## src/common/wb_pkg.sv

```systemverilog
package wb_pkg;

    // default datapath and address width
    localparam int DATA_W_DEF = 32;

    // register number width
    localparam int RD_W = 5;

    // major opcode, instruction bits 31..29
    typedef enum logic [2:0] {
        OP_NOP     = 3'd0,
        OP_ADD     = 3'd1,
        OP_SUB     = 3'd2,
        OP_AND     = 3'd3,
        OP_OR      = 3'd4,
        OP_LD      = 3'd5,
        OP_CSRRD   = 3'd6,
        OP_SYSCALL = 3'd7
    } opcode_e;

    // exception codes as seen by the csr file
    // none uses a code that no real exception takes
    typedef enum logic [5:0] {
        EXC_INT  = 6'h00,
        EXC_ALE  = 6'h09,
        EXC_SYS  = 6'h0b,
        EXC_NONE = 6'h3f
    } ecode_e;

    // decoded micro-op carried down the pipe
    typedef struct packed {
        // operation
        opcode_e         op;
        // destination register, inst[4:0]
        logic [RD_W-1:0] rd;
        // register file write, never for rd zero
        logic            writes_rd;
        // word load
        logic            is_mem;
        // csr read
        logic            is_csr;
    } uop_t;

    // empty slot
    localparam uop_t UOP_NOP = '{
        op:        OP_NOP,
        rd:        '0,
        writes_rd: 1'b0,
        is_mem:    1'b0,
        is_csr:    1'b0
    };

endpackage
```

## src/common/pipe_if.sv

```systemverilog
`timescale 1ns/1ps

// one issue slot in the ex stage
interface issue_if import wb_pkg::*; #(parameter int DATA_W = DATA_W_DEF);
    logic              valid;
    logic [DATA_W-1:0] pc;
    uop_t              uop;
    logic [DATA_W-1:0] src_a;
    logic [DATA_W-1:0] src_b;

    modport producer (output valid, pc, uop, src_a, src_b);
    modport consumer (input valid, pc, uop, src_a, src_b);
endinterface

// one lane's execute outcome
interface result_if import wb_pkg::*; #(parameter int DATA_W = DATA_W_DEF);
    logic              valid;
    logic              we;
    logic [RD_W-1:0]   rd;
    // alu or csr value, load address for loads
    logic [DATA_W-1:0] data;
    logic [DATA_W-1:0] pc;
    // lane 0 only, lane 1 ties these off
    logic              is_mem;
    ecode_e            exc;

    modport producer (output valid, we, rd, data, pc, is_mem, exc);
    modport consumer (input valid, we, rd, data, pc, is_mem, exc);
endinterface

```

## src/hdl/ex2_wb_top.sv

```systemverilog
`timescale 1ns/1ps

module ex2_wb_top import wb_pkg::*; #(
    parameter int DATA_W = DATA_W_DEF
) (
    input  logic              clk,
    input  logic              aresetn,
    // issue side
    input  logic              issue_valid,
    output logic              issue_ready,
    input  logic [DATA_W-1:0] pc0,
    input  logic [DATA_W-1:0] pc1,
    input  logic [31:0]       inst0,
    input  logic [31:0]       inst1,
    input  logic [DATA_W-1:0] src_a0,
    input  logic [DATA_W-1:0] src_b0,
    input  logic [DATA_W-1:0] src_a1,
    input  logic [DATA_W-1:0] src_b1,
    // data cache
    output logic              dcache_req,
    output logic [DATA_W-1:0] dcache_addr,
    input  logic              dcache_ready,
    input  logic [DATA_W-1:0] dcache_data,
    // csr file and interrupt
    input  logic [DATA_W-1:0] csr_rdata,
    input  logic [DATA_W-1:0] eentry,
    input  logic              cpu_interrupt,
    // register file write ports
    output logic              wb_we0,
    output logic [RD_W-1:0]   wb_rd0,
    output logic [DATA_W-1:0] wb_data0,
    output logic              wb_we1,
    output logic [RD_W-1:0]   wb_rd1,
    output logic [DATA_W-1:0] wb_data1,
    // exception state to the csr file
    output logic              exception_flag,
    output ecode_e            ecode_out,
    output logic [DATA_W-1:0] badv_out,
    output logic              wen_badv,
    output logic [DATA_W-1:0] era_out,
    output logic              wen_era,
    output logic [DATA_W-1:0] redirect_pc,
    // trace
    output logic [DATA_W-1:0] debug0_pc,
    output logic [DATA_W-1:0] debug1_pc,
    output logic              debug_valid
);

    logic allowin;

    issue_if  #(.DATA_W(DATA_W)) ex0_if ();
    issue_if  #(.DATA_W(DATA_W)) ex1_if ();
    result_if #(.DATA_W(DATA_W)) res0_if ();
    result_if #(.DATA_W(DATA_W)) res1_if ();

    // one stall level for the whole back end
    assign issue_ready = allowin;

    uop_decode #(.DATA_W(DATA_W)) i_uop_decode (
        .clk         (clk),
        .aresetn     (aresetn),
        .issue_valid (issue_valid),
        .pc0         (pc0),
        .pc1         (pc1),
        .inst0       (inst0),
        .inst1       (inst1),
        .src_a0      (src_a0),
        .src_b0      (src_b0),
        .src_a1      (src_a1),
        .src_b1      (src_b1),
        .allowin     (allowin),
        .flush       (exception_flag),
        .ex0         (ex0_if.producer),
        .ex1         (ex1_if.producer)
    );

    lane_execute #(.DATA_W(DATA_W)) i_lane_execute (
        .ex0         (ex0_if.consumer),
        .ex1         (ex1_if.consumer),
        .csr_rdata   (csr_rdata),
        .dcache_req  (dcache_req),
        .dcache_addr (dcache_addr),
        .res0        (res0_if.producer),
        .res1        (res1_if.producer)
    );

    wb_commit #(.DATA_W(DATA_W)) i_wb_commit (
        .clk            (clk),
        .aresetn        (aresetn),
        .res0           (res0_if.consumer),
        .res1           (res1_if.consumer),
        .dcache_ready   (dcache_ready),
        .dcache_data    (dcache_data),
        .exception_flag (exception_flag),
        .allowin        (allowin),
        .wb_we0         (wb_we0),
        .wb_rd0         (wb_rd0),
        .wb_data0       (wb_data0),
        .wb_we1         (wb_we1),
        .wb_rd1         (wb_rd1),
        .wb_data1       (wb_data1),
        .debug0_pc      (debug0_pc),
        .debug1_pc      (debug1_pc),
        .debug_valid    (debug_valid)
    );

    exc_commit #(.DATA_W(DATA_W)) i_exc_commit (
        .clk            (clk),
        .aresetn        (aresetn),
        .cpu_interrupt  (cpu_interrupt),
        .eentry         (eentry),
        .res0           (res0_if.consumer),
        .allowin        (allowin),
        .exception_flag (exception_flag),
        .ecode_out      (ecode_out),
        .badv_out       (badv_out),
        .wen_badv       (wen_badv),
        .era_out        (era_out),
        .wen_era        (wen_era),
        .redirect_pc    (redirect_pc)
    );

endmodule

```

## src/writeback/exc_commit.sv

```systemverilog
`timescale 1ns/1ps

module exc_commit import wb_pkg::*; #(
    parameter int DATA_W = DATA_W_DEF
) (
    input  logic              clk,
    input  logic              aresetn,
    input  logic              cpu_interrupt,
    input  logic [DATA_W-1:0] eentry,
    result_if.consumer        res0,
    input  logic              allowin,
    output logic              exception_flag,
    output ecode_e            ecode_out,
    output logic [DATA_W-1:0] badv_out,
    output logic              wen_badv,
    output logic [DATA_W-1:0] era_out,
    output logic              wen_era,
    output logic [DATA_W-1:0] redirect_pc
);

    logic   take;
    ecode_e code;

    // interrupts attach to a lane 0 instruction as it completes
    // nothing is taken while the flag from the last one is up
    assign take = res0.valid && allowin && !exception_flag
                  && (cpu_interrupt || res0.exc != EXC_NONE);

    // interrupt beats a synchronous fault
    assign code = cpu_interrupt ? EXC_INT : res0.exc;

    // one-cycle pulse with its enables
    always_ff @(posedge clk) begin
        if (!aresetn) begin
            exception_flag <= 1'b0;
            wen_era        <= 1'b0;
            wen_badv       <= 1'b0;
        end else begin
            exception_flag <= take;
            wen_era        <= take;
            wen_badv       <= take && (code == EXC_ALE);
        end
    end

    // lane 0 data holds the load address
    always_ff @(posedge clk) begin
        if (take) begin
            ecode_out   <= code;
            badv_out    <= res0.data;
            era_out     <= res0.pc;
            redirect_pc <= eentry;
        end
    end

    // badv only ever carries a misaligned load address
    a_badv_with_flag: assert property (@(posedge clk) disable iff (!aresetn)
        wen_badv |-> (exception_flag && (badv_out[1:0] != 2'b00)))
        else $error("badv write without exception");

endmodule

```

## src/writeback/wb_commit.sv

```systemverilog
`timescale 1ns/1ps

module wb_commit import wb_pkg::*; #(
    parameter int DATA_W = DATA_W_DEF
) (
    input  logic              clk,
    input  logic              aresetn,
    result_if.consumer        res0,
    result_if.consumer        res1,
    input  logic              dcache_ready,
    input  logic [DATA_W-1:0] dcache_data,
    input  logic              exception_flag,
    output logic              allowin,
    output logic              wb_we0,
    output logic [RD_W-1:0]   wb_rd0,
    output logic [DATA_W-1:0] wb_data0,
    output logic              wb_we1,
    output logic [RD_W-1:0]   wb_rd1,
    output logic [DATA_W-1:0] wb_data1,
    output logic [DATA_W-1:0] debug0_pc,
    output logic [DATA_W-1:0] debug1_pc,
    output logic              debug_valid
);

    logic ld_wait;

    // live load that issued a cache request and has no data yet
    // faulting loads never reach the cache
    assign ld_wait = res0.valid && res0.is_mem && (res0.exc == EXC_NONE) && !dcache_ready;

    // whole pipe holds behind the load
    assign allowin = !ld_wait;

    // write enables and debug trace
    always_ff @(posedge clk) begin
        if (!aresetn) begin
            wb_we0      <= 1'b0;
            wb_we1      <= 1'b0;
            debug0_pc   <= '0;
            debug1_pc   <= '0;
            debug_valid <= 1'b0;
        end else if (exception_flag) begin
            // pair behind the exception never commits
            wb_we0      <= 1'b0;
            wb_we1      <= 1'b0;
            debug0_pc   <= '0;
            debug1_pc   <= '0;
            debug_valid <= 1'b0;
        end else if (ld_wait) begin
            // both lanes retire together with the load
            wb_we0      <= 1'b0;
            wb_we1      <= 1'b0;
            debug_valid <= 1'b0;
        end else begin
            // we already carries valid and the fault kill
            wb_we0      <= res0.we;
            wb_we1      <= res1.we;
            debug0_pc   <= res0.pc;
            debug1_pc   <= res1.pc;
            debug_valid <= res0.valid;
        end
    end

    // lane 0 data source
    // execute result first, then the cache word
    always_ff @(posedge clk) begin
        if (!res0.is_mem) begin
            wb_data0 <= res0.data;
        end else if (dcache_ready) begin
            wb_data0 <= dcache_data;
        end
        wb_rd0 <= res0.rd;
    end

    // lane 1 is alu only
    always_ff @(posedge clk) begin
        wb_data1 <= res1.data;
        wb_rd1   <= res1.rd;
    end

    // decode drops the write for rd zero
    a_no_r0_write: assert property (@(posedge clk) disable iff (!aresetn)
        wb_we0 |-> (wb_rd0 != '0))
        else $error("lane 0 write to register zero");

endmodule

```

## src/hdl/lane_execute.sv

```systemverilog
`timescale 1ns/1ps

module lane_execute import wb_pkg::*; #(
    parameter int DATA_W = DATA_W_DEF
) (
    issue_if.consumer         ex0,
    issue_if.consumer         ex1,
    input  logic [DATA_W-1:0] csr_rdata,
    output logic              dcache_req,
    output logic [DATA_W-1:0] dcache_addr,
    result_if.producer        res0,
    result_if.producer        res1
);

    logic [DATA_W-1:0] alu0;
    logic [DATA_W-1:0] alu1;
    logic              misaligned0;
    ecode_e            exc0;

    // shared by both lanes
    // loads use the adder for their address
    function automatic logic [DATA_W-1:0] alu(input opcode_e op,
                                              input logic [DATA_W-1:0] a,
                                              input logic [DATA_W-1:0] b);
        case (op)
            OP_ADD, OP_LD: alu = a + b;
            OP_SUB:        alu = a - b;
            OP_AND:        alu = a & b;
            OP_OR:         alu = a | b;
            default:       alu = '0;
        endcase
    endfunction

    assign alu0 = alu(ex0.uop.op, ex0.src_a, ex0.src_b);
    assign alu1 = alu(ex1.uop.op, ex1.src_a, ex1.src_b);

    // word loads need a 4-byte aligned address
    assign misaligned0 = ex0.uop.is_mem && (alu0[1:0] != 2'b00);

    always_comb begin
        exc0 = EXC_NONE;
        if (ex0.valid && ex0.uop.op == OP_SYSCALL) begin
            exc0 = EXC_SYS;
        end else if (ex0.valid && misaligned0) begin
            exc0 = EXC_ALE;
        end
    end

    // no cache access for a faulting load
    assign dcache_req  = ex0.valid && ex0.uop.is_mem && !misaligned0;
    assign dcache_addr = alu0;

    // lane 0, csr value bypasses the alu
    assign res0.valid  = ex0.valid;
    assign res0.we     = ex0.valid && ex0.uop.writes_rd && (exc0 == EXC_NONE);
    assign res0.rd     = ex0.uop.rd;
    assign res0.data   = ex0.uop.is_csr ? csr_rdata : alu0;
    assign res0.pc     = ex0.pc;
    assign res0.is_mem = ex0.uop.is_mem;
    assign res0.exc    = exc0;

    // lane 1 is younger, a lane 0 fault cancels its write
    assign res1.valid  = ex1.valid;
    assign res1.we     = ex1.valid && ex1.uop.writes_rd && (exc0 == EXC_NONE);
    assign res1.rd     = ex1.uop.rd;
    assign res1.data   = alu1;
    assign res1.pc     = ex1.pc;
    assign res1.is_mem = 1'b0;
    assign res1.exc    = EXC_NONE;

endmodule

```

## src/hdl/uop_decode.sv

```systemverilog
`timescale 1ns/1ps

module uop_decode import wb_pkg::*; #(
    parameter int DATA_W = DATA_W_DEF
) (
    input  logic              clk,
    input  logic              aresetn,
    input  logic              issue_valid,
    input  logic [DATA_W-1:0] pc0,
    input  logic [DATA_W-1:0] pc1,
    input  logic [31:0]       inst0,
    input  logic [31:0]       inst1,
    input  logic [DATA_W-1:0] src_a0,
    input  logic [DATA_W-1:0] src_b0,
    input  logic [DATA_W-1:0] src_a1,
    input  logic [DATA_W-1:0] src_b1,
    input  logic              allowin,
    input  logic              flush,
    issue_if.producer         ex0,
    issue_if.producer         ex1
);

    logic v0_q;
    logic v1_q;

    // instruction word to micro-op
    // lane 1 has only an alu, anything else there turns into a nop
    function automatic uop_t decode(input logic [31:0] inst, input logic alu_only);
        uop_t u;
        u.op = opcode_e'(inst[31:29]);
        if (alu_only && !(u.op inside {OP_ADD, OP_SUB, OP_AND, OP_OR})) begin
            u.op = OP_NOP;
        end
        u.rd        = inst[RD_W-1:0];
        u.writes_rd = (u.op != OP_NOP) && (u.op != OP_SYSCALL) && (u.rd != '0);
        u.is_mem    = (u.op == OP_LD);
        u.is_csr    = (u.op == OP_CSRRD);
        return u;
    endfunction

    // slot valids, held while commit stalls
    always_ff @(posedge clk) begin
        if (!aresetn) begin
            v0_q <= 1'b0;
            v1_q <= 1'b0;
        end else if (allowin) begin
            v0_q <= issue_valid;
            v1_q <= issue_valid;
        end
    end

    // ex stage payload
    always_ff @(posedge clk) begin
        if (allowin) begin
            ex0.pc    <= pc0;
            ex0.uop   <= decode(inst0, 1'b0);
            ex0.src_a <= src_a0;
            ex0.src_b <= src_b0;
            ex1.pc    <= pc1;
            ex1.uop   <= decode(inst1, 1'b1);
            ex1.src_a <= src_a1;
            ex1.src_b <= src_b1;
        end
    end

    // the pair behind an exception is dead while the flag is up
    assign ex0.valid = v0_q && !flush;
    assign ex1.valid = v1_q && !flush;

    // stalled slot keeps its contents until commit lets it go
    a_hold_on_stall: assert property (@(posedge clk) disable iff (!aresetn)
        (!allowin && !flush) |=> ($stable(ex0.valid) && $stable(ex1.valid)))
        else $error("ex stage valid changed during stall");

endmodule

```

## config.mk

```make
export PLATFORM = sky130hd
export DESIGN_NAME = ex2_wb_top
export DESIGN_NICKNAME = d
export VERILOG_FILES = /design/src/common/wb_pkg.sv /design/src/common/pipe_if.sv /design/src/hdl/ex2_wb_top.sv /design/src/writeback/exc_commit.sv /design/src/writeback/wb_commit.sv /design/src/hdl/lane_execute.sv /design/src/hdl/uop_decode.sv
export SDC_FILE = /design/constraint.sdc
export NUM_CORES = 1
export LEC_CHECK = 0
export BUFFER_PORTS_ARGS = -buffer_cell sky130_fd_sc_hd__buf_2
export CAP_MARGIN = 20
export CORE_AREA = 3 3 250 252
export CTS_BUF_LIST = sky130_fd_sc_hd__clkbuf_8 sky130_fd_sc_hd__clkbuf_16
export CTS_CLUSTER_SIZE = 40
export DETAILED_ROUTE_END_ITERATION = 16
export DIE_AREA = 0 0 253 255
export GPL_TIMING_DRIVEN = 0
export HOLD_SLACK_MARGIN = 0.15
export SLEW_MARGIN = 20
export SYNTH_ARGS = -nofsm -noshare
export SYNTH_HDL_FRONTEND = slang
export SYNTH_SLANG_ARGS = --single-unit
export TNS_END_PERCENT = 30
```

## constraint.sdc

```tcl
create_clock -name clk -period 15.1 [get_ports clk]
set_input_delay 3.02 -clock clk [delete_from_list [all_inputs] [get_ports clk]]
set_output_delay 3.02 -clock clk [all_outputs]
set_load 0.005 [all_outputs]
```

# Word level (Yosys, flattened, before mapping)
# Index checks and enable logic that the tools add are counted.
[totals] rom_bits=0 out_inout_bits=280 memories=0 latch_bits=0 reg_bits=458 in_bits=357 ramBits=0 elab_cells=107
[classes] mul=0 muxes=10 shifts=0 magnitude_cmp=0 n_reduce_logical=35 add_sub_neg=4 bitwise=5 n_div=0 eq_ne=23
[op_table] cell="$pmux 32 s4" count=2
[op_table] cell="$mux 32" count=3
[op_table] cell="$add 32x32->32" count=2
[op_table] cell="$and 32x32->32" count=2
[op_table] cell="$or 32x32->32" count=2
[op_table] cell="$sub 32x32->32" count=2
[op_table] cell="$eq 3x3->1 const B" count=8
[op_table] cell="$logic_and 1x1->1" count=20
[op_table] cell="$eq 3x2->1 const B" count=6
[op_table] cell="$mux 6" count=3
[op_table] cell="$reduce_bool 5->1" count=2
[op_table] cell="$eq 3x1->1 const B" count=3
[op_table] cell="$eq 6x4->1 const B" count=1
[op_table] cell="$eq 6x6->1 const B" count=1
[op_table] cell="$mux 3" count=2
[op_table] cell="$ne 3x3->1 const B" count=2
[op_table] cell="$ne 6x6->1 const B" count=1
[op_table] cell="$reduce_bool 3->1" count=2
[op_table] cell="$reduce_or 2->1" count=3
[op_table] cell="$logic_not 1->1" count=4
[op_table] cell="$reduce_bool 4->1" count=1
[op_table] cell="$reduce_or 3->1" count=1
[op_table] cell="$ne 2x2->1 const B" count=1
[op_table] cell="$reduce_bool 2->1" count=1
[op_table] cell="other kinds (2)" count=2

# Depth between registers and ports, before layout
[logic_depth] word_depth=16 depth_mapped=21 ltp_nobuf=21

# Cells and area by module
# From an unflattened synthesis, not the netlist that was laid out.
[unflattened] cells_unflattened=1950 hier_area_um2=22429.0
[modules_own_cells] module="lane_execute" seq_area_each_um2=0.0 cells_each=1196 area_per_inst_um2=7830.0 instances=1
[modules_own_cells] module="uop_decode" seq_area_each_um2=6446.2 cells_each=234 area_per_inst_um2=6571.3 instances=1
[modules_own_cells] module="wb_commit" seq_area_each_um2=3143.0 cells_each=400 area_per_inst_um2=4807.1 instances=1
[modules_own_cells] module="exc_commit" seq_area_each_um2=3103.0 cells_each=120 area_per_inst_um2=3220.6 instances=1

# Worst setup path after synthesis
# OpenSTA, ideal clock, no wires.
[synth_path] path_type="in2out" start="in dcache_ready" end="out issue_ready" arrival_ns=10.115 path_stages=4 path_slack_ns=1.965 path_buffers=1 required_ns=12.080 cell_sequence="nand2b_1 nor3_2 inv_2 clkbuf_1"
[synth_via] elab_chain_len=3
[synth_rtl] element="from (decl)" line_no="ex2_wb_top.sv:22" source="input logic dcache_ready,"
[synth_rtl] element="$logic_not 1->1" line_no="wb_commit.sv:29" source="assign ld_wait = res0.valid && res0.is_mem && (res0.exc == EXC_NONE) && !dcache_ready;"
[synth_rtl] element="$logic_and 1x1->1" line_no="wb_commit.sv:29"
[synth_rtl] element="$logic_not 1->1" line_no="wb_commit.sv:32" source="assign allowin = !ld_wait;"
[synth_rtl] element="to (decl)" line_no="ex2_wb_top.sv:10" source="output logic issue_ready,"
# No other way between the ends.

# Final worst setup path
[layout_path] start="reg i_uop_decode.ex0.uop[9] (netlist name)" end="out issue_ready"
[layout_via] elab_chain_len=12 word_cells_on_any_way=18 cone_classes="7 x eq/ne; 3 x mux; 8 x reduce/logical"
[layout_rtl] element="$eq 3x1->1 or $eq 3x3->1 (tied branches)" line_no="lane_execute.sv:25" source="case (op)"
[layout_rtl] element="$reduce_or 2->1" line_no="lane_execute.sv:25"
[layout_rtl] element="$pmux 32 s4" line_no="lane_execute.sv:25"
[layout_rtl] element="$reduce_bool 2->1" line_no="lane_execute.sv:38" source="assign misaligned0 = ex0.uop.is_mem && (alu0[1:0] != 2'b00);"
[layout_rtl] element="$logic_and 1x1->1" line_no="lane_execute.sv:38"
[layout_rtl] element="$logic_and 1x1->1" line_no="lane_execute.sv:44" source="end else if (ex0.valid && misaligned0) begin"
[layout_rtl] element="$mux 6" line_no="lane_execute.sv:44"
[layout_rtl] element="$mux 6 *" line_no="lane_execute.sv:42" source="if (ex0.valid && ex0.uop.op == OP_SYSCALL) begin"
[layout_rtl] element="$eq 6x6->1 *" line_no="wb_commit.sv:29"
[layout_rtl] element="$logic_and 1x1->1 * (2 in series)" line_no="wb_commit.sv:29"
[layout_rtl] element="$logic_not 1->1 *" line_no="wb_commit.sv:32"
# Mark *: on every way between the ends. The rest lies on a longest branch, timed or not.

==> flow_metrics.tcl <==
set metrics [dict create \
    syn_inst 1769 \
    synth.distinct_cells 74 \
    slew_viol_final 0 \
    cp_max_fo 48 \
    yosys_warnings 0 \
    syn2layout_area_growth_pct 28.1 \
    layout-drive-gt1-share 0.313 \
    ys.flop_type "edfxtp_1" \
    arrival_ns 6.50 \
    placed_cell_area_sq_um 24900 \
    ant_nets 0 \
    grt_use_total 0.222 \
    synthArstFlopShare 0 \
    p_sw_w 0.000938 \
    synth_area_leaders "edfxtp_1, dfxtp_1, ha_1" \
    slew_headroom 0.256 \
    cts_tree "built" \
    required_ns 12.08 \
    rsz0062_at_grt "no" \
    fin_crit_ns 9.52 \
    die-area_sq_um 64500 \
    finalNetCount 2850 \
    rows 90 \
    post-cts-setup-buffers 0 \
    worstSkewPairLatency_ns 0.59 \
    place_congestion 0.913 \
    setup_viol 0 \
    yosysTopAreaCellShare 0.497 \
    p_clk_frac 0.368 \
    fp.dieH_microns 255 \
    power_density_nw_per_um2 127 \
    layout.cells.most_common "buf_2" \
    worstSetupPathType "flip-flop to output port" \
    routedWlPerCell_microns 23.1 \
    die_width_microns 253 \
    root_buffer "clkbuf_16" \
    final_cell_mix "buf_2, edfxtp_1, nand2_1, a21oi_1, nor2_1" \
    grt-ovfl-total 0 \
    syn_avg_cell_area_sq_um 11.7 \
    whs_ns 0.341 \
    initial_core_util 0.343 \
    seqPwrFrac 0.447 \
    vias 17100 \
    synth_edf_count 343 \
    comb_power_share 0.185 \
    crit_path_end_kind "output port" \
    synth_top_cell_by_area "edfxtp_1" \
    grt_pass1_vias 16700 \
    dpl.hpwl_microns 59400 \
    cap_violations 0 \
    grt_max_degree 58 \
    finalClockSkew_ns 0.0261 \
    drtPass1Iterations 7 \
    p_leak_nw 11.4 \
    hp-class "flip-flop to flip-flop" \
    postCtsHoldBufs 0 \
    syn_nets 2196 \
    vias_per_cell 5.25 \
    drcViolationCount 0 \
    status "complete, no violations" \
    routed_wirelength_microns 75200 \
    cts-htree-levels 2 \
    post-route-period-util 0.630 \
    ir_worst_vdd_mv 0.0923 \
    first_iter_violations 1300 \
    path_clk_slew_ns 0.06 \
    switching_share 0.278 \
    port_buffers 588 \
    io_pins 637 \
    final_cell_area_sq_um 26600 \
    numCtsBuffers 48 \
    p_int_w 0.00244 \
    ctsResizeCount 0 \
    fp.coreArea_sq_um 60400 \
    cp-start-kind "flip-flop" \
    worst_pin_slew_ns 1.11 \
    netlist_area_sq_um 20700 \
    clock_sinks 455 \
    timing.final.hold_violations 0 \
    synth.yosys.seq_area_share 0.605 \
    antenna_found_initial 14 \
    fmax_ghz 0.105 \
    grt_pass1_wl_microns 107000 \
    yosys_register_bits 455 \
    clockBufferDepth 3 \
]
==> Yosys cell counts (5+ instances only) <==
cell type,number
nor2_1,158
o21a_1,13
and2_1,6
a21oi_1,160
o22ai_1,28
dfxtp_1,112
inv_1,25
a221o_1,6
nand2_1,192
nand4_1,12
a21o_1,51
nand3_1,18
or2_2,5
ha_1,68
a31oi_1,42
and3_1,7
o31ai_1,14
edfxtp_1,343
a211oi_1,12
a22oi_1,16
xnor2_1,60
nor2b_1,16
o21ai_1,9
o21bai_1,7
buf_2,10
xor2_1,56
o211ai_1,10
o41ai_1,7
a32oi_1,5
or4_1,6
o31a_1,6
o21ai_0,66
mux2_2,56
nand2b_1,19
clkbuf_1,55
nor3_1,23
==> layout make-up <==
class | count | area [sq um]
fill | 5741 | 33800
sequential | 455 | 12500
multi-input combinational | 1213 | 7800
timing repair buffer | 604 | 3140
clock buffer | 51 | 1250
tap | 782 | 978
clock inverter | 38 | 410
buffer | 72 | 303
inverter | 29 | 109
antenna | 9 | 22.5
==> critical path: stages (launching register included) <==
cell and delay [ns]:
edfxtp_1 0.39, buf_2 0.31, inv_1 0.18, nor2_1 0.59, nand2_1 0.45, clkbuf_1 0.48, nand2_1 0.17, o21ai_0 0.16
fa_1 0.62, o22ai_1 0.10, nand2_1 0.10, o221ai_2 0.31, nor2_1 0.26, nor2_1 0.09, a41o_1 0.25, nor3_2 0.43
inv_2 0.06, clkbuf_4 0.37, buf_16 0.34, buf_2 0.17
==> routing by layer <==
metal  vias to the layer above  global-route usage  share of wire
met2                       791               0.381           0.49
met4                         4              0.0929          0.042
li1                       7922                   -              -
met5                         -                   0        0.00036
met3                       124              0.0502          0.079
met1                      8227               0.271           0.39
==> cells by family (layout without fill, tap and decap cells) <==
group | after synthesis | after routing | share of synthesized area
AOI/OAI and AO/OA | 487 | 487 | 0.148
DFF | 455 | 455 | 0.605
muxes | 61 | 61 | 0.0329
other | 0 | 9 | 0
buffers and inverters | 101 | 794 | 0.0196
adders and majority gates | 70 | 70 | 0.0430
xor gates and xnor gates | 116 | 116 | 0.0490
and+or+nand+nor | 479 | 479 | 0.102
==> metrics by stage <==
stage,TNS [ns],instances,setup slack (ns),power (W),util
after detailed placement,0,3155,6.19,0.00215,0.412
after CTS,0,3244,5.52,0.00341,0.440
after global routing,0,3249,5.17,0.00352,0.440
after floorplan,0,1769,1.97,0.00187,-
after global placement,-201.95,3139,-3.10,0.00215,0.408
final,0,3253,5.58,0.00338,0.440
==> worst paths after layout <==
check | endpoint | slack, ns | cells past startpoint | from
hold / removal | i_wb_commit.wb_rd0[2] | 0.34 | 0 | i_uop_decode.ex0.uop[5]
setup / recovery | issue_ready | 5.58 | 19 | i_uop_decode.ex0.uop[9]
setup reg to reg | i_exc_commit.badv_out[18] | 8.02 | 18 | i_uop_decode.ex0.uop[9]
hold reg to reg | i_wb_commit.wb_rd0[2] | 0.34 | 0 | i_uop_decode.ex0.uop[5]
==> state kept, by name, indices dropped and copies added, names as in the netlist, 3 cells and up <==
register,cells
i_uop_decode.ex1.pc,32
i_wb_commit.wb_data1,32
i_uop_decode.ex1.src_a,32
i_wb_commit.wb_rd0,5
i_uop_decode.ex1.src_b,32
i_exc_commit.redirect_pc,32
i_exc_commit.era_out,32
i_wb_commit.wb_rd1,5
i_exc_commit.ecode_out,3
i_exc_commit.badv_out,32
i_uop_decode.ex0.uop,11
i_uop_decode.ex0.pc,32
i_uop_decode.ex0.src_b,32
i_uop_decode.ex1.uop,9
i_wb_commit.debug1_pc,32
i_wb_commit.wb_data0,32
i_uop_decode.ex0.src_a,32
i_wb_commit.debug0_pc,32
==> power groups by stage <==
stage	Sequential, W	Clock [W]	Combinational (W)
finish	0.00151	0.00124	0.000626
detailed placement	0.00153	0	0.000620
global route	0.00152	0.00132	0.000684
floorplan	0.00152	0	0.000347
global placement	0.00154	0	0.000610
CTS	0.00151	0.00128	0.000625
No activity file was read; power rests on OpenSTA's default activity.
